## src/fetch_pkg.sv

```systemverilog
// fetch stage package
// address and instruction widths, opcodes, the instruction word union
// and the backward-branch decode helpers
`default_nettype none

package fetch_pkg;

	// ========================================================================
	// widths
	// ========================================================================
	localparam int ADDR_W     = 32;	// byte address
	localparam int INSN_W     = 32;	// one word per fetch-buffer slot
	localparam int INSN_BYTES = 4;	// stride between sequential instructions
	localparam int DISP_W     = 20;	// branch displacement, in instructions

	typedef logic [ADDR_W-1:0] addr_t;

	// opcodes live in the low 7 bits of every word
	localparam logic [6:0] OP_NOP     = 7'h13;
	localparam logic [6:0] OP_BR_BACK = 7'h63;	// pc relative branch

	// ========================================================================
	// instruction word
	// ========================================================================
	// fetch only cares about the opcode and, for branches, the displacement
	typedef union packed {
		struct packed {
			logic [INSN_W-8:0] body;	// opaque to fetch
			logic [6:0]        opcode;
		} gen;
		struct packed {
			logic signed [DISP_W-1:0]   disp;	// signed, instruction units
			logic [INSN_W-DISP_W-8:0]   rsvd;	// unused by fetch
			logic [6:0]                 opcode;
		} br;
	} insn_t;

	// ========================================================================
	// decode helpers
	// ========================================================================
	// backward means negative displacement, sign bit of the branch view
	function automatic logic is_back_branch(insn_t insn);
		return (insn.gen.opcode == OP_BR_BACK) && insn.br.disp[DISP_W-1];
	endfunction

	// target = pc + disp * INSN_BYTES, disp sign extended to address width
	function automatic addr_t branch_target(addr_t pc, insn_t insn);
		addr_t disp_ext;
		disp_ext = {{(ADDR_W-DISP_W){insn.br.disp[DISP_W-1]}}, insn.br.disp};
		return pc + disp_ext * addr_t'(INSN_BYTES);
	endfunction

endpackage

`default_nettype wire

```

## src/branch_back.sv

```systemverilog
// backward-branch detection on the head pair
// decodes both head words through the branch view, picks the oldest
// valid backward branch and computes its target
`timescale 1ns/1ps
`default_nettype none

module branch_back import fetch_pkg::*; (
	input  wire logic  head_v0,
	input  wire logic  head_v1,
	input  wire insn_t head_insn0,	// oldest word
	input  wire insn_t head_insn1,
	input  wire addr_t head_pc0,
	input  wire addr_t head_pc1,
	output logic       back_slot,	// 0 when slot 0 holds the branch
	output addr_t      back_target,
	output logic       back_found
);

	logic  bb0, bb1;	// per slot backward-branch hit
	addr_t tgt0, tgt1;

	// ========================================================================
	// decode
	// ========================================================================
	always_comb begin
		bb0  = head_v0 & is_back_branch(head_insn0);
		bb1  = head_v1 & is_back_branch(head_insn1);
		tgt0 = branch_target(head_pc0, head_insn0);
		tgt1 = branch_target(head_pc1, head_insn1);
	end

	// ========================================================================
	// oldest branch wins
	// ========================================================================
	always_comb begin
		back_found = bb0 | bb1;
		if (bb0) begin
			back_slot   = 1'b0;
			back_target = tgt0;
		end else begin
			back_slot   = 1'b1;	// don't care unless bb1
			back_target = tgt1;
		end
	end

endmodule

`default_nettype wire

```

## src/fetch_buffer_pair.sv

```systemverilog
// one pair of fetch-buffer slots
// each slot holds an instruction word, its pc and a valid bit
// loaded two at a time from the cache, retired one slot at a time
`timescale 1ns/1ps
`default_nettype none

module fetch_buffer_pair import fetch_pkg::*; (
	input  wire logic  clk,
	input  wire logic  rst,
	input  wire logic  load,	// fill both slots from the cache
	input  wire addr_t load_pc,	// pc of the first word
	input  wire insn_t load_insn0,
	input  wire insn_t load_insn1,
	input  wire logic  clear_slot0,	// slot 0 enqueued
	input  wire logic  clear_slot1,	// slot 1 enqueued
	input  wire logic  flush,	// drop both slots
	output logic       valid0,
	output logic       valid1,
	output insn_t      insn0,
	output insn_t      insn1,
	output addr_t      pc0,
	output addr_t      pc1
);

	// ========================================================================
	// valid bits
	// ========================================================================
	// flush beats everything, a load only arrives into an empty pair
	always_ff @(posedge clk or posedge rst) begin
		if (rst) begin
			valid0 <= 1'b0;
			valid1 <= 1'b0;
		end else if (flush) begin
			valid0 <= 1'b0;
			valid1 <= 1'b0;
		end else if (load) begin
			valid0 <= 1'b1;
			valid1 <= 1'b1;
		end else begin
			if (clear_slot0)
				valid0 <= 1'b0;
			if (clear_slot1)
				valid1 <= 1'b0;
		end
	end

	// ========================================================================
	// payload
	// ========================================================================
	// words and pcs are only meaningful while the matching valid is set
	always_ff @(posedge clk) begin
		if (load) begin
			insn0 <= load_insn0;
			insn1 <= load_insn1;
			pc0   <= load_pc;
			pc1   <= load_pc + addr_t'(INSN_BYTES);	// second word follows the first
		end
	end

endmodule

`default_nettype wire

```

## src/fetch_pc.sv

```systemverilog
// fetch program counter
// next-pc selection between branch miss, backward branch and sequential
// fetch, registered at every edge
`timescale 1ns/1ps
`default_nettype none

module fetch_pc import fetch_pkg::*; (
	input  wire logic  clk,
	input  wire logic  rst,
	input  wire logic  branchmiss,	// redirect from the core
	input  wire addr_t misspc,
	input  wire logic  back_taken,	// backward branch enqueued this cycle
	input  wire addr_t back_target,
	input  wire logic  fetch_accept,	// cache words taken into a pair
	output addr_t      pc
);

	// ========================================================================
	// constants
	// ========================================================================
	localparam addr_t RESET_VEC    = '0;
	localparam addr_t FETCH_STRIDE = addr_t'(2 * INSN_BYTES);	// two words per fetch

	addr_t pc_next;

	// ========================================================================
	// next pc
	// ========================================================================
	// priority: miss, then backward branch, then sequential, else hold
	always_comb begin
		pc_next = pc;	// hold while no pair is free or no hit
		if (branchmiss) begin
			pc_next = misspc;
		end else if (back_taken) begin
			pc_next = back_target;	// same edge as the buffer flush
		end else if (fetch_accept) begin
			pc_next = pc + FETCH_STRIDE;
		end
	end

	// ========================================================================
	// pc register
	// ========================================================================
	always_ff @(posedge clk or posedge rst) begin
		if (rst) begin
			pc <= RESET_VEC;
		end else begin
			pc <= pc_next;
		end
	end

endmodule

`default_nettype wire

```

## src/fetch_steer.sv

```systemverilog
// fetch-buffer steering
// ping-pong pointer over the a/b and c/d pairs, issue-queue credit counter,
// enqueue decisions for the head pair and refill selection
`timescale 1ns/1ps
`default_nettype none

module fetch_steer import fetch_pkg::*; #(
	parameter int QUEUE_DEPTH = 8	// issue-queue credits, 2 to 15
) (
	input  wire logic  clk,
	input  wire logic  rst,
	input  wire logic  branchmiss,
	input  wire logic  credit_ret,	// one credit back from the queue
	input  wire logic  hit,	// cache has words for pc
	input  wire logic  back_found,	// backward branch in the head pair
	input  wire logic  back_slot,	// which head slot holds it
	// a/b pair state
	input  wire logic  ab_v0,
	input  wire logic  ab_v1,
	input  wire insn_t ab_insn0,
	input  wire insn_t ab_insn1,
	input  wire addr_t ab_pc0,
	input  wire addr_t ab_pc1,
	// c/d pair state
	input  wire logic  cd_v0,
	input  wire logic  cd_v1,
	input  wire insn_t cd_insn0,
	input  wire insn_t cd_insn1,
	input  wire addr_t cd_pc0,
	input  wire addr_t cd_pc1,
	// pair control
	output logic       load_ab,
	output logic       load_cd,
	output logic       clear_ab0,
	output logic       clear_ab1,
	output logic       clear_cd0,
	output logic       clear_cd1,
	output logic       flush,	// both pairs
	output logic       fetch_accept,
	output logic       back_taken,
	// head pair, oldest valid word first
	output logic       head_v0,
	output logic       head_v1,
	output insn_t      head_insn0,
	output insn_t      head_insn1,
	output addr_t      head_pc0,
	output addr_t      head_pc1,
	output logic       enq0_v,
	output logic       enq1_v
);

	localparam int CW = $clog2(QUEUE_DEPTH + 1);	// credit counter width

	logic          ptr;	// fetchbuf pointer, 0 selects a/b as head
	logic [CW-1:0] credits;	// free issue-queue entries
	logic          hv0, hv1;	// head pair physical valids
	logic          ov0, ov1;	// other pair physical valids
	insn_t         hi0, hi1;
	addr_t         hp0, hp1;
	logic          clr0, clr1;	// head slot retire, physical
	logic          head_done;	// head pair empty after this edge
	logic          other_busy;	// other pair holds or receives words
	logic          free_ab, free_cd;
	logic [1:0]    n_spend;

	// ========================================================================
	// head pair select and compaction
	// ========================================================================
	always_comb begin
		hv0 = ptr ? cd_v0    : ab_v0;
		hv1 = ptr ? cd_v1    : ab_v1;
		hi0 = ptr ? cd_insn0 : ab_insn0;
		hi1 = ptr ? cd_insn1 : ab_insn1;
		hp0 = ptr ? cd_pc0   : ab_pc0;
		hp1 = ptr ? cd_pc1   : ab_pc1;
		ov0 = ptr ? ab_v0    : cd_v0;
		ov1 = ptr ? ab_v1    : cd_v1;
	end

	// slot 1 alone moves down so head slot 0 is always the oldest word
	assign head_v0    = hv0 | hv1;
	assign head_v1    = hv0 & hv1;
	assign head_insn0 = hv0 ? hi0 : hi1;
	assign head_pc0   = hv0 ? hp0 : hp1;
	assign head_insn1 = hi1;
	assign head_pc1   = hp1;

	// ========================================================================
	// enqueue
	// ========================================================================
	// never more enqueues than credits, nothing during a miss
	assign enq0_v = ~branchmiss & head_v0 & (credits != '0);
	assign enq1_v = ~branchmiss & head_v1 & (credits > CW'(1))
		& ~(back_found & ~back_slot);	// younger word after a branch is dropped
	assign back_taken = back_found & (back_slot ? enq1_v : enq0_v);

	assign clr0 = enq0_v & hv0;
	assign clr1 = (enq0_v & ~hv0) | enq1_v;	// compacted slot 0 may be physical 1

	assign clear_ab0 = ~ptr & clr0;
	assign clear_ab1 = ~ptr & clr1;
	assign clear_cd0 = ptr & clr0;
	assign clear_cd1 = ptr & clr1;
	assign flush     = branchmiss | back_taken;	// redirect empties everything

	// ========================================================================
	// refill
	// ========================================================================
	assign free_ab      = ~ab_v0 & ~ab_v1;
	assign free_cd      = ~cd_v0 & ~cd_v1;
	assign fetch_accept = hit & (free_ab | free_cd) & ~flush;	// wrong-path hit dropped
	assign load_ab      = fetch_accept & free_ab;	// a/b wins a tie
	assign load_cd      = fetch_accept & ~free_ab;

	// ========================================================================
	// pointer and credits
	// ========================================================================
	assign head_done  = (~hv0 | clr0) & (~hv1 | clr1);
	assign other_busy = ov0 | ov1 | (ptr ? load_ab : load_cd);

	always_ff @(posedge clk or posedge rst) begin
		if (rst) begin
			ptr <= 1'b0;
		end else if (flush) begin
			ptr <= 1'b0;
		end else if (head_done) begin
			ptr <= other_busy ? ~ptr : 1'b0;	// both empty parks on a/b
		end
	end

	assign n_spend = {1'b0, enq0_v} + {1'b0, enq1_v};

	always_ff @(posedge clk or posedge rst) begin
		if (rst) begin
			credits <= CW'(QUEUE_DEPTH);
		end else begin
			credits <= credits - CW'(n_spend) + CW'(credit_ret);
		end
	end

endmodule

`default_nettype wire

```

## src/fetch_top.sv

```systemverilog
// instruction fetch stage top level
// cache port, credit-based issue-queue port, pc, two fetch-buffer pairs,
// steering and backward-branch detection
`timescale 1ns/1ps
`default_nettype none

module fetch_top import fetch_pkg::*; #(
	parameter int QUEUE_DEPTH = 8	// issue-queue entries
) (
	input  wire logic  clk,
	input  wire logic  rst,
	// cache
	input  wire logic  hit,
	input  wire insn_t inst0,	// word at pc_i
	input  wire insn_t inst1,	// word at pc_i + INSN_BYTES
	input  wire addr_t pc_i,
	// core redirect
	input  wire logic  branchmiss,
	input  wire addr_t misspc,
	// issue queue
	input  wire logic  credit_ret,
	output addr_t      pc,
	output logic       enq0_v,
	output insn_t      enq0_insn,
	output addr_t      enq0_pc,
	output logic       enq1_v,
	output insn_t      enq1_insn,
	output addr_t      enq1_pc
);

	// pair state
	logic  ab_v0, ab_v1, cd_v0, cd_v1;
	insn_t ab_insn0, ab_insn1, cd_insn0, cd_insn1;
	addr_t ab_pc0, ab_pc1, cd_pc0, cd_pc1;
	// pair control
	logic  load_ab, load_cd, flush;
	logic  clear_ab0, clear_ab1, clear_cd0, clear_cd1;
	// head pair and redirect
	logic  head_v0, head_v1;
	logic  fetch_accept;
	logic  back_found, back_slot, back_taken;
	addr_t back_target;

	// ========================================================================
	// pc
	// ========================================================================
	fetch_pc u_fetch_pc (
		.clk(clk), .rst(rst),
		.branchmiss(branchmiss), .misspc(misspc),
		.back_taken(back_taken), .back_target(back_target),
		.fetch_accept(fetch_accept), .pc(pc)
	);

	// ========================================================================
	// fetch buffers
	// ========================================================================
	fetch_buffer_pair u_pair_ab (
		.clk(clk), .rst(rst), .load(load_ab), .load_pc(pc_i),
		.load_insn0(inst0), .load_insn1(inst1),
		.clear_slot0(clear_ab0), .clear_slot1(clear_ab1), .flush(flush),
		.valid0(ab_v0), .valid1(ab_v1), .insn0(ab_insn0), .insn1(ab_insn1),
		.pc0(ab_pc0), .pc1(ab_pc1)
	);

	fetch_buffer_pair u_pair_cd (
		.clk(clk), .rst(rst), .load(load_cd), .load_pc(pc_i),
		.load_insn0(inst0), .load_insn1(inst1),
		.clear_slot0(clear_cd0), .clear_slot1(clear_cd1), .flush(flush),
		.valid0(cd_v0), .valid1(cd_v1), .insn0(cd_insn0), .insn1(cd_insn1),
		.pc0(cd_pc0), .pc1(cd_pc1)
	);

	// ========================================================================
	// steering, head words go straight out as the enqueue payload
	// ========================================================================
	fetch_steer #(.QUEUE_DEPTH(QUEUE_DEPTH)) u_fetch_steer (
		.clk(clk), .rst(rst), .branchmiss(branchmiss), .credit_ret(credit_ret),
		.hit(hit), .back_found(back_found), .back_slot(back_slot),
		.ab_v0(ab_v0), .ab_v1(ab_v1), .ab_insn0(ab_insn0), .ab_insn1(ab_insn1),
		.ab_pc0(ab_pc0), .ab_pc1(ab_pc1),
		.cd_v0(cd_v0), .cd_v1(cd_v1), .cd_insn0(cd_insn0), .cd_insn1(cd_insn1),
		.cd_pc0(cd_pc0), .cd_pc1(cd_pc1),
		.load_ab(load_ab), .load_cd(load_cd),
		.clear_ab0(clear_ab0), .clear_ab1(clear_ab1),
		.clear_cd0(clear_cd0), .clear_cd1(clear_cd1),
		.flush(flush), .fetch_accept(fetch_accept), .back_taken(back_taken),
		.head_v0(head_v0), .head_v1(head_v1),
		.head_insn0(enq0_insn), .head_insn1(enq1_insn),
		.head_pc0(enq0_pc), .head_pc1(enq1_pc),
		.enq0_v(enq0_v), .enq1_v(enq1_v)
	);

	branch_back u_branch_back (
		.head_v0(head_v0), .head_v1(head_v1),
		.head_insn0(enq0_insn), .head_insn1(enq1_insn),
		.head_pc0(enq0_pc), .head_pc1(enq1_pc),
		.back_slot(back_slot), .back_target(back_target), .back_found(back_found)
	);

endmodule

`default_nettype wire

```

## config.mk

```make
export PLATFORM = sky130hd
export DESIGN_NAME = fetch_top
export DESIGN_NICKNAME = d
export VERILOG_FILES = /design/src/fetch_pkg.sv /design/src/branch_back.sv /design/src/fetch_buffer_pair.sv /design/src/fetch_pc.sv /design/src/fetch_steer.sv /design/src/fetch_top.sv
export SDC_FILE = /design/constraint.sdc
export NUM_CORES = 1
export LEC_CHECK = 0
export ABC_CLOCK_PERIOD_IN_PS = 15400
export BUFFER_PORTS_ARGS = -buffer_cell sky130_fd_sc_hd__buf_2
export CORE_UTILIZATION = 35
export DETAILED_ROUTE_END_ITERATION = 8
export RECOVER_POWER = 25
export SYNTH_ARGS = -nofsm -noshare
export SYNTH_HDL_FRONTEND = slang
export SYNTH_HIERARCHICAL = 1
export SYNTH_SLANG_ARGS = --single-unit
```

## constraint.sdc

```tcl
create_clock -name clk -period 15.4 [get_ports clk]
set_input_delay 1.54 -clock clk [delete_from_list [all_inputs] [get_ports clk]]
set_output_delay 1.54 -clock clk [all_outputs]
set_load 0.1 [all_outputs]
```

; ---- After elaboration in Yosys (flattened, before gate mapping)
; Index checks and enable logic that the tools add are counted.
[word_totals]
reg_bits = 297
in_bits = 133
output_inout_bits = 162
[op_classes]
addsub = 7
n_eq_ne = 2
n_bitwise = 43
order_cmp = 1
n_reduce_logical = 9
mux = 31
[op_table]
columns = cell, n
row1 = 2-to-1 mux 32 bit, 10
row2 = adder 32 bit, 2
row3 = adder 32 x 3 -> 32 bit (second input constant), 1
row4 = adder 32 x 4 -> 32 bit (second input constant), 1
row5 = AND 1 bit, 23
row6 = 2-to-1 mux 1 bit, 21
row7 = nonzero test 3 bit, 5
row8 = == test 7 bit (second input constant), 2
row9 = inverter 1 bit, 11
row10 = OR 1 bit, 9
row11 = adder 4 x 1 -> 4 bit, 1
row12 = greater-than comparator 4 x 1 -> 1 bit (second input constant), 1
row13 = nonzero test 4 bit, 1
row14 = subtractor 4 x 2 -> 4 bit, 1
row15 = adder 1 x 1 -> 2 bit, 1
row16 = logical AND 1 bit, 2
row17 = nonzero test 2 bit, 1

; ---- Logic depth before layout (Yosys ltp)
; Gate-level depths: netlist (run 1).
[depth]
ltp_word = 20
ltp_mapped = 20
mapped_depth_nobuf = 17

; ---- By module
; Netlist (run 1), hierarchy kept.
[by_module_without_submodules]
columns = module, cells_each, seq_area_each_um2, area_each_um2, instances
row1 = fetch_buffer_pair, 220, 3833.7, 4495.6, 2
row2 = branch_back, 485, 0.0, 3319.4, 1
row3 = fetch_steer, 347, 126.4, 2667.6, 1
row4 = fetch_pc, 274, 800.8, 2264.7, 1

; ---- Worst setup path after synthesis (run 1)
; OpenSTA, ideal clock, no wires.
[synth_path]
kind = flip-flop to flip-flop
startpoint = register u_fetch_steer.ptr
endpoint = register u_pair_ab/insn0[0] (netlist name), enable pin
setup_slack_ns = 0.752
period_less_slack_ns = 14.648
required_time_ns = 14.629
stages_incl_launch_ff = 14
t_arrival_ns = 13.877
setup_ns = 0.771
n_path_buf = 4
path_cell_list = dfrtp_1 buf_6 buf_6 buf_6 mux2i_1 o21ai_0 nand4b_1 nor4_1 inv_1 clkbuf_1 inv_1 a221oi_1 o21a_2 nor3_1
[synth_rtl]
columns = item, line_no
row1 = "start, declared", fetch_steer.sv:54  ; logic ptr;
row2 = "start signal, assigned", fetch_steer.sv:127  ; ptr <= other_busy ? ~ptr : 1'b0;
row3 = "end signal, assigned", fetch_buffer_pair.sv:53  ; insn0 <= load_insn0;
row4 = "end, declared", fetch_buffer_pair.sv:19  ; output insn_t insn0,

; ---- Worst setup path in the final report (run 1)
[layout_path]
startpoint = register u_fetch_steer.ptr
endpoint = output port enq1_v
[layout_via]
elab_chain_cells = 9
[layout_lines]
columns = item, line_no
row1 = "2-to-1 mux 32 bit, or another cell as far along", fetch_steer.sv:73  ; hi1 = ptr ? cd_insn1 : ab_insn1;
row2 = 2-to-1 mux 32 bit, fetch_steer.sv:83  ; assign head_insn0 = hv0 ? hi0 : hi1;
row3 = == test 7 bit, fetch_pkg.sv:43  ; return (insn.gen.opcode == OP_BR_BACK) && insn.br.disp[DISP_W-1];
row4 = logical AND 1 bit, fetch_pkg.sv:43
row5 = AND 1 bit, branch_back.sv:26  ; bb0 = head_v0 & is_back_branch(head_insn0);
row6 = OR 1 bit (*), branch_back.sv:36  ; back_found = bb0 | bb1;
row7 = net back_found, fetch_top.sv:41  ; logic back_found, back_slot, back_taken;
row8 = AND 1 bit (*), fetch_steer.sv:94  ; & ~(back_found & ~back_slot);
row9 = inverter 1 bit (*), fetch_steer.sv:94
row10 = AND 1 bit (*), fetch_steer.sv:94
row11 = "end, declared", fetch_top.sv:26  ; output logic enq1_v,
; The timed path passes the listed nets; every way through them passes the cells marked *.

==> results.toml, run 1 <==
[clocking]
clock-sinks = 293
cts_made_buffers = 36
cts_resized = 0
clkTransAtPathRegs_ns = 0.06
root_buffer = "clkbuf_16"
clk_path_buf_depth = 3
htree_levels = 2
cts_hold_buf = 0
postCtsSetupBuffers = 0
cts_tree = "yes"
clk_latency_ns = 0.55

[layout]
fin_nets = 2031
drive_above_1_share_pct = 22.1
final_area_um2 = 20500
synthToLayoutAreaGrowth_pct = 19.0
final_util_pct = 42.6
stdcell_count = 2516

[yosys]
synth_area_um2 = 17200
synth_area_leader_cell = "edfxtp_1"
synth_flop_cell = "edfxtp_1"
yosysWarnings = 6
synthCells = 1546
synth_edf_count = 252
synth_fp_nets = 1748
ys_seq_elements = 293
yosys.area.top_type_share_pct = 43.9
synth.distinct_cells = 86
ys_seq_area_share_pct = 49.8
async_flop_share_pct = 14.0
yosys-top-cells-area = "edfxtp_1, dfrtp_1, ha_1, mux2i_1, xnor2_1"
syn_avg_cell_area_um2 = 11.2

[global_routing]
grt_pass1_wl_um = 78700
grt_pass1_vias = 13100
overflow = 0
track_usage_pct = 20.7
antenna_found_initial = 4
grt_max_degree = 129

[timing]
rsz0062_at_grt = "no"
slew_headroom_pct = 15.8
hold_viol_final = 0
finalSetupViolCount = 0
hold_slack_ns = 0.541
max_slew.worst_pin.slew_ns = 1.25
drv_slew = 0
setup_slack_ns = 8.65
fmax_mhz = 148
fin_crit_sh_pct = 43.8
final.setup.tns_ns = 0
min_period_ns = 6.75
clock_skew_ns = 0.0275

[route]
vias = 13400
viasPerCell = 5.32
first_iter_violations = 1010
drc = 0
ant_nets = 0
wire_per_inst_um = 21.0
wl_um = 52800
first_pass_iters = 6

[critical_path]
cp-startpoint = "u_fetch_steer/ptr"
rr_startpoint = "u_fetch_steer/ptr"
crit_chain = "mux2i_4, buf_4, buf_4, nand2_1, o21ai_1, nand4b_1, nor4_2, buf_4, inv_1, buf_4, o31ai_1, nand2b_1, and3_1, and2_1, buf_2"
arrival_ns = 5.21
critPathKind = "reg -> out"
end_kind = "output port"
r2r_cells = 15
critPathLaunchType = "flip-flop"
required_ns = 13.86
critPathMaxFanout = 67
crit_slowest_cell = "dfrtp_4"
cpMostUsedCell = "buf_4"
cpPeakStageDelay_ns = 0.77

[power_and_ir_drop]
vdd_drop_max_mv = 0.106
p_leak_nw = 7.78
finalPower_mw = 2.94
powerDensity_nw_per_um2 = 143

[placed_design]
dp_hpwl_um = 38500
io_buffer_count = 294
gp_congestion = 0.892
dp_worst_setup_slack_ns = 8.64
placed_cells = 2447
place_area_um2 = 19300

[flow_run]
drv_cap = 0

[die]
initial_core_util_pct = 35.8
dieArea_um2 = 50200
core_area_um2 = 48100
ios = 295
fp.dieH_um = 224
row_count = 80
die_x_um = 224

[run_status]
status = "complete, no violations"

[hold_path]
hold_path_startpoint = "u_fetch_pc/pc[13]"
worstHoldPathType = "reg -> reg"
hold_depth = 1
final cells by class:
cell class	instances	area, um^2
Tap cell	656	821
Fill cell	4651	27600
Multi-Input combinational cell	1150	8180
Antenna cell	4	10.0
Inverter	40	150
Timing Repair Buffer	308	1520
Clock buffer	45	987
Sequential cell	293	8600
Clock inverter	20	255
final timing paths:
check / endpoint / slack, ns
hold / removal: u_fetch_pc/pc[13] / 0.54
setup / recovery: enq1_v / 8.65
max in group asynchronous: u_fetch_pc/pc[15] / 13.85
hold reg to reg: u_fetch_pc/pc[13] / 0.54
min in group asynchronous: u_pair_ab/valid0 / 0.92
setup reg to reg: u_pair_ab/insn1[26] / 8.76
power breakdown:
group	switching, mW	total (mW)	internal (mW)
Sequential	0.0324	0.948	0.916
Combinational	0.821	1.10	0.278
Clock	0.346	0.889	0.543
Total	1.20	2.94	1.74
cells in the final DEF, fill, tap and decap left out, drive strengths merged, types with 6 or more instances in the layout:
master	netlist	routed
a211oi	15	15
a21o	33	33
a21oi	83	83
a221oi	7	7
a31oi	11	11
and2	10	10
and3	27	27
and4	9	9
buf	31	249
clkbuf	32	104
clkinv	0	9
dfrtp	40	40
edfxtp	252	252
ha	65	65
inv	40	43
mux2	65	65
mux2i	78	78
nand2	178	178
nand2b	7	7
nand3	48	48
nand4	40	40
nand4b	6	6
nor2	76	76
nor2b	7	7
nor3	18	18
nor3b	13	13
nor4	14	14
o211ai	7	7
o21ai	118	118
o21bai	8	8
o221ai	8	8
o22ai	7	7
o31ai	11	11
xnor2	88	88
xor2	35	35
cells by family after synthesis:
| family | count (synthesis) | share of synthesized area [%] |
|---|---|---|
| buf+inv | 103 | 2.92 |
| flops | 293 | 49.8 |
| mux | 143 | 8.77 |
| xor+xnor | 123 | 6.25 |
| simple gates | 469 | 14.3 |
| fa+ha+maj | 69 | 5.18 |
| compound gates | 346 | 12.7 |
layer usage:
layer  wire [um]  global-route usage (%)  part of all wire, %  vias up
li1            -                       -                    -     6399
met1       23500                    28.3                   45     6432
met2       24600                    33.0                   47      483
met3        3500                    3.70                  6.6       65
met4        1210                    6.96                  2.3        0
met5           0                       0                    0        -
Yosys cell counts, drive strengths merged, types with 9 or more instances:
cell	instances
dfrtp	40
a31oi	11
xnor2	88
clkbuf	32
and4	9
a211oi	15
nand3	48
mux2i	78
and2	10
nor3	18
edfxtp	252
mux2	65
nor2	76
nor3b	13
inv	40
nand4	40
ha	65
nand2	178
a21oi	83
buf	31
a21o	33
o21ai	118
xor2	35
o31ai	11
nor4	14
and3	27
flip-flops by register name, summed over array words and instances, names as in the netlist, 4 cells and up:
name	cells
u_pair_ab/insn0	32
u_pair_cd/pc1	30
u_pair_ab/pc0	32
u_pair_cd/pc0	32
u_pair_ab/pc1	30
u_pair_cd/insn1	32
u_pair_ab/insn1	32
u_fetch_steer/credits	4
u_fetch_pc/pc	32
u_pair_cd/insn0	32
critical path, delay by kind of cell (launching register included):
family	cells	cell delay, ns
AOI/OAI and AO/OA	2	0.34
buffers and inverters	6	2.23
DFF	1	0.77
muxes	1	0.32
and+or+nand+nor	6	0.95
(Power assumes the default switching activity.)
==> run 2, diff against run 1 <==
--- a/config.mk
+++ b/config.mk
@@ -5,7 +5,7 @@
 export SDC_FILE = /design/constraint.sdc
 export NUM_CORES = 1
 export LEC_CHECK = 0
-export ABC_CLOCK_PERIOD_IN_PS = 15400
+export ABC_CLOCK_PERIOD_IN_PS = 6850
 export BUFFER_PORTS_ARGS = -buffer_cell sky130_fd_sc_hd__buf_2
 export CORE_UTILIZATION = 35
 export DETAILED_ROUTE_END_ITERATION = 8
==> constraint.sdc (replaced) <==
create_clock -name clk -period 6.85 [get_ports clk]
set_input_delay 0.685 -clock clk [delete_from_list [all_inputs] [get_ports clk]]
set_output_delay 0.685 -clock clk [all_outputs]
set_load 0.1 [all_outputs]
==> run 2 against run 1 <==
Compared with the run above: register-to-register slack got worse by 7.0 ns; hold slack got worse by 0.22 ns; die area unchanged; clock skew is essentially flat; global-route usage grew 0.12 points; via count increased by 0.55%; power up 120%; clock power increased by 120%; sequential share of layout area down 0.15 points; sequential power up 120%; largest cell class unchanged; largest power group unchanged.
==> results.toml, run 2 (synthesis gave the netlist of run 1 again) <==
[power_and_ir_drop]
p_leak_nw = 7.81
seqPwrFrac_pct = 32.3
p_int_mw = 3.89
vdd_drop_max_mv = 0.239
p_switching_mw = 2.69
clkPwrFrac_pct = 29.9
p_comb_share_pct = 37.8
p_sw_share_pct = 40.9
powerDensity_nw_per_um2 = 320

[hold_path]
worstHoldPathType = "in -> reg"
hold_depth = 1

[layout]
final_common_cell = "edfxtp_1"
stdcell_count = 2519
layout_common_cells = "edfxtp_1, buf_2, nand2_1, o21ai_0, xnor2_1"
synthToLayoutAreaGrowth_pct = 19.4
final_util_pct = 42.8
fin_nets = 2035
drive_above_1_share_pct = 22.4
fillers = 4636

[run_status]
status = "complete, no violations"

[timing]
drv_slew = 0
final.setup.tns_ns = 0
setup_slack_ns = 1.77
rsz0062_at_grt = "no"
finalSetupViolCount = 0
clock_skew_ns = 0.0275
hold_viol_final = 0
max_slew.worst_pin.slew_ns = 1.10
fmax_mhz = 197
fin_crit_sh_pct = 74.2
slew_headroom_pct = 25.9
min_period_ns = 5.08

[die]
die_x_um = 224
dieArea_um2 = 50200
fp.dieH_um = 224
row_count = 80
ios = 295
initial_core_util_pct = 35.8
core_area_um2 = 48100

[global_routing]
grt_pass1_wl_um = 78500
grt_pass1_vias = 13000
track_usage_pct = 20.8
antenna_found_initial = 3
grt_max_degree = 82
overflow = 0

[critical_path]
end_kind = "flip-flop"
critPathKind = "reg -> reg"
critPathLaunchType = "flip-flop"
arrival_ns = 5.53
cp.buffers_inverters = 1
required_ns = 7.29
r2r_cells = 16
crit_chain = "buf_4, mux2_2, nand2_1, o21ai_0, ha_1, a21oi_1, o21ai_0, or4_1, o31ai_2, o21ai_2, a221oi_1, xor2_1, mux2i_1, mux2_2, and3_1, a211o_1"
cp_top_family = "compound AO/OA/AOI/OAI gates"
crit_slowest_cell = "buf_4"
crit_cells = 16
critPathMaxFanout = 54
cpPeakStageDelay_ns = 0.70

[route]
drc = 0
wire_per_inst_um = 21.1
first_pass_iters = 5
wl_um = 53200
first_iter_violations = 1080
vias = 13500
viasPerCell = 5.34
ant_nets = 0

[clocking]
postCtsSetupBuffers = 0
cts_tree = "yes"
cts_made_buffers = 36
clock-sinks = 293
clk_latency_ns = 0.56
clkTransAtPathRegs_ns = 0.06
htree_levels = 2
root_buffer = "clkbuf_16"
clk_path_buf_depth = 3

[placed_design]
io_buffer_count = 294
gp_congestion = 0.866
placed_cells = 2450
dp_worst_setup_slack_ns = 1.80
dp_hpwl_um = 39500

[flow_run]
drv_cap = 0
run 2: per-stage QoR:
| stage | area [um^2] | hold WS (ns) | power (mW) |
|---|---|---|---|
| floorplan | 17300 | 0.426 | 4.10 |
| global placement | 19400 | 0.530 | 4.64 |
| detailed placement | 19400 | 0.545 | 4.65 |
| CTS | 20700 | 0.284 | 6.65 |
| global route | 20600 | 0.295 | 6.87 |
| finish | 20600 | 0.317 | 6.58 |
run 2: what timing repair did:
| item | 4_1_cts | 5_1_grt |
|---|---|---|
| resized for setup | 0 | 0 |
| endpoints found under the setup margin | 0 | 0 |
| hold buffers | 1 | 0 |
| endpoints found under the hold margin | 4 | 0 |
run 2: final timing paths:
check	endpoint	slack [ns]	from
min reg2reg	u_fetch_steer/credits[0]	0.55	u_fetch_steer/credits[0]
max reg2reg	u_fetch_pc/pc[29]	1.77	u_fetch_steer/ptr
max	u_fetch_pc/pc[29]	1.77	u_fetch_steer/ptr
min	u_pair_ab/insn0[31]	0.32	inst0[31]
max in group asynchronous	u_fetch_pc/pc[20]	5.66	rst
min in group asynchronous	u_pair_cd/valid0	0.58	rst
run 2: routing by layer:
layer	vias to the layer above	track usage (%)	share of wire (%)
met5	-	0	0
met4	0	7.73	2.7
met3	70	4.12	6.4
met2	440	33.2	47
met1	6539	27.9	44
li1	6404	-	-
run 2: final cells by class:
class	count	area, um^2	share of cell area [%]
tap	656	821	3.99
multi-input combinational	1150	8220	39.9
antenna	3	7.51	0.0365
inverter	40	150	0.729
clock inverter	23	253	1.23
timing repair buffer	312	1570	7.63
clock buffer	42	966	4.69
sequential	293	8600	41.8
run 2: power by group through the flow:
stage,Clock [mW],Sequential (mW),Combinational [mW]
floorplan,0,2.31,1.80
global placement,0,2.16,2.48
detailed placement,0,2.16,2.49
CTS,2.02,2.12,2.50
global route,2.08,2.14,2.65
finish,1.97,2.13,2.49
run 2: worst reg2reg max path, delay by kind of cell, from the launching register on:
family,cells,cell delay (ns)
buffers and inverters,1,0.70
AOI/OAI and AO/OA,7,1.57
xor gates and xnor gates,1,0.19
and+or+nand+nor,3,0.71
adders and majority gates,1,0.43
muxes,3,0.92
DFF,1,0.45
==> run 3, diff against run 2 <==
--- a/config.mk
+++ b/config.mk
@@ -5,7 +5,8 @@
 export SDC_FILE = /design/constraint.sdc
 export NUM_CORES = 1
 export LEC_CHECK = 0
-export ABC_CLOCK_PERIOD_IN_PS = 6850
+export ABC_AREA = 1
+export ABC_CLOCK_PERIOD_IN_PS = 4800
 export BUFFER_PORTS_ARGS = -buffer_cell sky130_fd_sc_hd__buf_2
 export CORE_UTILIZATION = 35
 export DETAILED_ROUTE_END_ITERATION = 8
==> constraint.sdc (replaced) <==
create_clock -name clk -period 4.8 [get_ports clk]
set_input_delay 0.48 -clock clk [delete_from_list [all_inputs] [get_ports clk]]
set_output_delay 0.48 -clock clk [all_outputs]
set_load 0.1 [all_outputs]
==> run 3 against run 2 <==
Compared with the run above: count of clock-buffer cells in the layout grew 2; cell count is 47% higher; die area grew 13%; largest cell class is now multi-input gates; first-iteration DRC count grew 57%; synthesized cell count rose by 69%; maximum frequency increased by 23%; hold slack lost 0.20 ns; setup slack worse by 1.1 ns; power up 120%; clock power rose by 33%; register-to-register slack worse by 1.1 ns.
==> results.toml, run 3 <==
[run_status]
status = "complete, no violations"

[yosys]
syn_avg_cell_area_um2 = 7.45
yosysWarnings = 6
synth_edf_count = 252
yosysMostFrequentCell = "nand2_1"
yosys-top-cells-area = "edfxtp_1, nand2_1, nor2_1, inv_1, dfrtp_1"
synth_common_cells = "nand2_1, nor2_1, inv_1"
async_flop_share_pct = 14.0
yosys.area.top_type_share_pct = 38.8
synth_area_leader_cell = "edfxtp_1"
synth_flop_cell = "edfxtp_1"
ys_seq_elements = 293
synth_area_um2 = 19500
synth.distinct_cells = 43
synth_fp_nets = 2821
synthCells = 2619
ys_seq_area_share_pct = 44.0

[hold_path]
worstHoldPathType = "in -> reg"
hold_end = "u_pair_cd/insn0[1]"
hold_depth = 1
hold_path_startpoint = "inst0[1]"

[timing]
clock_skew_ns = 0.0143
rsz0062_at_grt = "no"
max_slew.worst_pin.slew_ns = 0.842
fin_crit_sh_pct = 85.8
drv_slew = 0
hold_slack_ns = 0.113
fmax_mhz = 243
min_period_ns = 4.12
hold_viol_final = 0
final.setup.tns_ns = 0
slew_headroom_pct = 43.5
finalSetupViolCount = 0
setup_slack_ns = 0.681

[route]
first_pass_iters = 6
drc = 0
first_iter_violations = 1698
wire_per_inst_um = 18.6
ant_nets = 0
viasPerCell = 4.99
vias = 18500
wl_um = 69000

[critical_path]
rr_startpoint = "u_fetch_steer/ptr"
timing.rr.end = "u_fetch_pc/pc[19]"
critPathKind = "reg -> reg"
critPathMaxFanout = 52
end_kind = "flip-flop"
arrival_ns = 4.61
required_ns = 5.29
critPathLaunchType = "flip-flop"
r2r_cells = 22
rrSetupSlack_ns = 0.68

[clocking]
clkTransAtPathRegs_ns = 0.06
cts_hold_buf = 1
clk_latency_ns = 0.55
cts_made_buffers = 36
cts_tree = "yes"
cts_resized = 0
clk_path_buf_depth = 3
postCtsSetupBuffers = 0
root_buffer = "clkbuf_16"
clock-sinks = 293
htree_levels = 2

[global_routing]
track_usage_pct = 24.3
grt_max_degree = 106
grt_pass1_wl_um = 104000
grt_pass1_vias = 17700
overflow = 0
antenna_found_initial = 3

[placed_design]
dp_worst_setup_slack_ns = 0.732
dp_hpwl_um = 54300
gp_congestion = 0.935
io_buffer_count = 294
place_area_um2 = 22600

[layout]
seqCellArea_um2 = 8600
drive_above_1_share_pct = 15.9
final_area_um2 = 23600
final_util_pct = 42.9
layout_common_cells = "nand2_1, nor2_1, inv_1, edfxtp_1, buf_2"
final_common_cell = "nand2_1"
synthToLayoutAreaGrowth_pct = 21.0
fin_nets = 3128
multiInputGateArea_um2 = 10100
fillers = 5693

[die]
ios = 295
fp.dieH_um = 238
dieArea_um2 = 56700
row_count = 86
initial_core_util_pct = 35.4
core_area_um2 = 55100
die_x_um = 238

[power_and_ir_drop]
p_int_mw = 6.36
p_comb_share_pct = 60.3
p_leak_nw = 10.9
clkPwrFrac_pct = 18.3
vdd_drop_max_mv = 0.451
p_sw_share_pct = 55.5
powerDensity_nw_per_um2 = 605
seqPwrFrac_pct = 21.4
p_switching_mw = 7.93

[flow_run]
drv_cap = 0
-- run 3: cell count changes after synthesis, moves of 25 or more --
| cell | previous run | this run |
|---|---|---|
| inv_1 | 40 | 281 |
| a31oi_1 | 11 | 68 |
| o21ai_0 | 117 | 39 |
| nor2_1 | 76 | 285 |
| nand2_1 | 178 | 1067 |
| a21o_1 | 33 | 3 |
| and3_1 | 25 | 0 |
| nand4_1 | 37 | 10 |
| xnor2_1 | 88 | 28 |
| mux2_2 | 65 | 0 |
| mux2i_1 | 78 | 0 |
| nand3_1 | 46 | 145 |
-- run 3: worst max-delay path by stage --
| stage | startpoint | to | cells after the start |
|---|---|---|---|
| after floorplan | u_fetch_steer/ptr | u_pair_ab/insn0[0] | 21 |
| after global placement | u_fetch_steer/ptr | u_fetch_steer/credits[3] | 21 |
| after detailed placement | u_fetch_steer/ptr | u_fetch_steer/credits[3] | 21 |
| after CTS | u_fetch_steer/ptr | u_fetch_steer/credits[3] | 21 |
| after global routing | u_fetch_steer/ptr | u_fetch_steer/credits[3] | 21 |
| final | u_fetch_steer/ptr | u_fetch_pc/pc[19] | 22 |
-- run 3: kinds of logic (layout without fill, tap and decap cells) --
family	count (synthesis)	count (layout)	share of synthesized area, %
XOR/XNOR	55	55	2.54
flip-flops	293	293	44.0
buffers and inverters	359	689	7.24
other	0	2	0
AND/OR/NAND/NOR	1622	1622	35.1
adder cells (fa/ha/maj)	69	69	4.58
AO/OA/AOI/OAI	221	221	6.46
-- run 3: worst max-delay path: stages, from the launching register on --
cell	delay, ns
dfrtp_4	0.53
nand2_1	0.14
nand2_4	0.10
inv_6	0.35
buf_12	0.34
nor2_1	0.09
a31oi_2	0.38
ha_1	0.39
nand2_1	0.14
inv_1	0.05
nand2_1	0.06
nand2_1	0.08
inv_1	0.06
nand3_1	0.21
nand2_1	0.13
nand2_1	0.07
nand2_1	0.06
nand2_1	0.04
o21ai_0	0.41
a21oi_1	0.15
nand2_1	0.12
nand2_1	0.05
nand2_1	0.05
-- run 3: layer usage --
| metal | GRT usage, % | wire length [um] |
|---|---|---|
| met1 | 33.3 | 30700 |
| met2 | 39.4 | 31500 |
| met3 | 3.35 | 4570 |
| met4 | 7.75 | 2190 |
| met5 | 0 | 0 |
-- run 3: power by group through the flow --
stage	combinational [mW]	sequential, mW	clock (mW)
floorplan	6.16	3.37	0
global placement	8.53	3.10	0
detailed placement	8.57	3.11	0
CTS	8.60	3.06	2.67
global route	9.29	3.07	2.77
finish	8.62	3.06	2.62
-- run 3: through the flow --
| stage | power (mW) | std cells |
|---|---|---|
| floorplan | 9.53 | 2619 |
| global placement | 11.6 | 3635 |
| detailed placement | 11.7 | 3635 |
| CTS | 14.3 | 3697 |
| global route | 15.1 | 3699 |
| finish | 14.3 | 3699 |
-- run 3: final cells by class --
class | count | share of cell area [%]
multi-input cells | 1967 | 42.6
flip-flops and latches | 293 | 36.4
repair buffers | 338 | 7.60
inverters | 290 | 4.68
clock buffers | 44 | 4.03
well taps | 748 | 3.96
clock inverters | 17 | 0.736
diodes | 2 | 0.0212
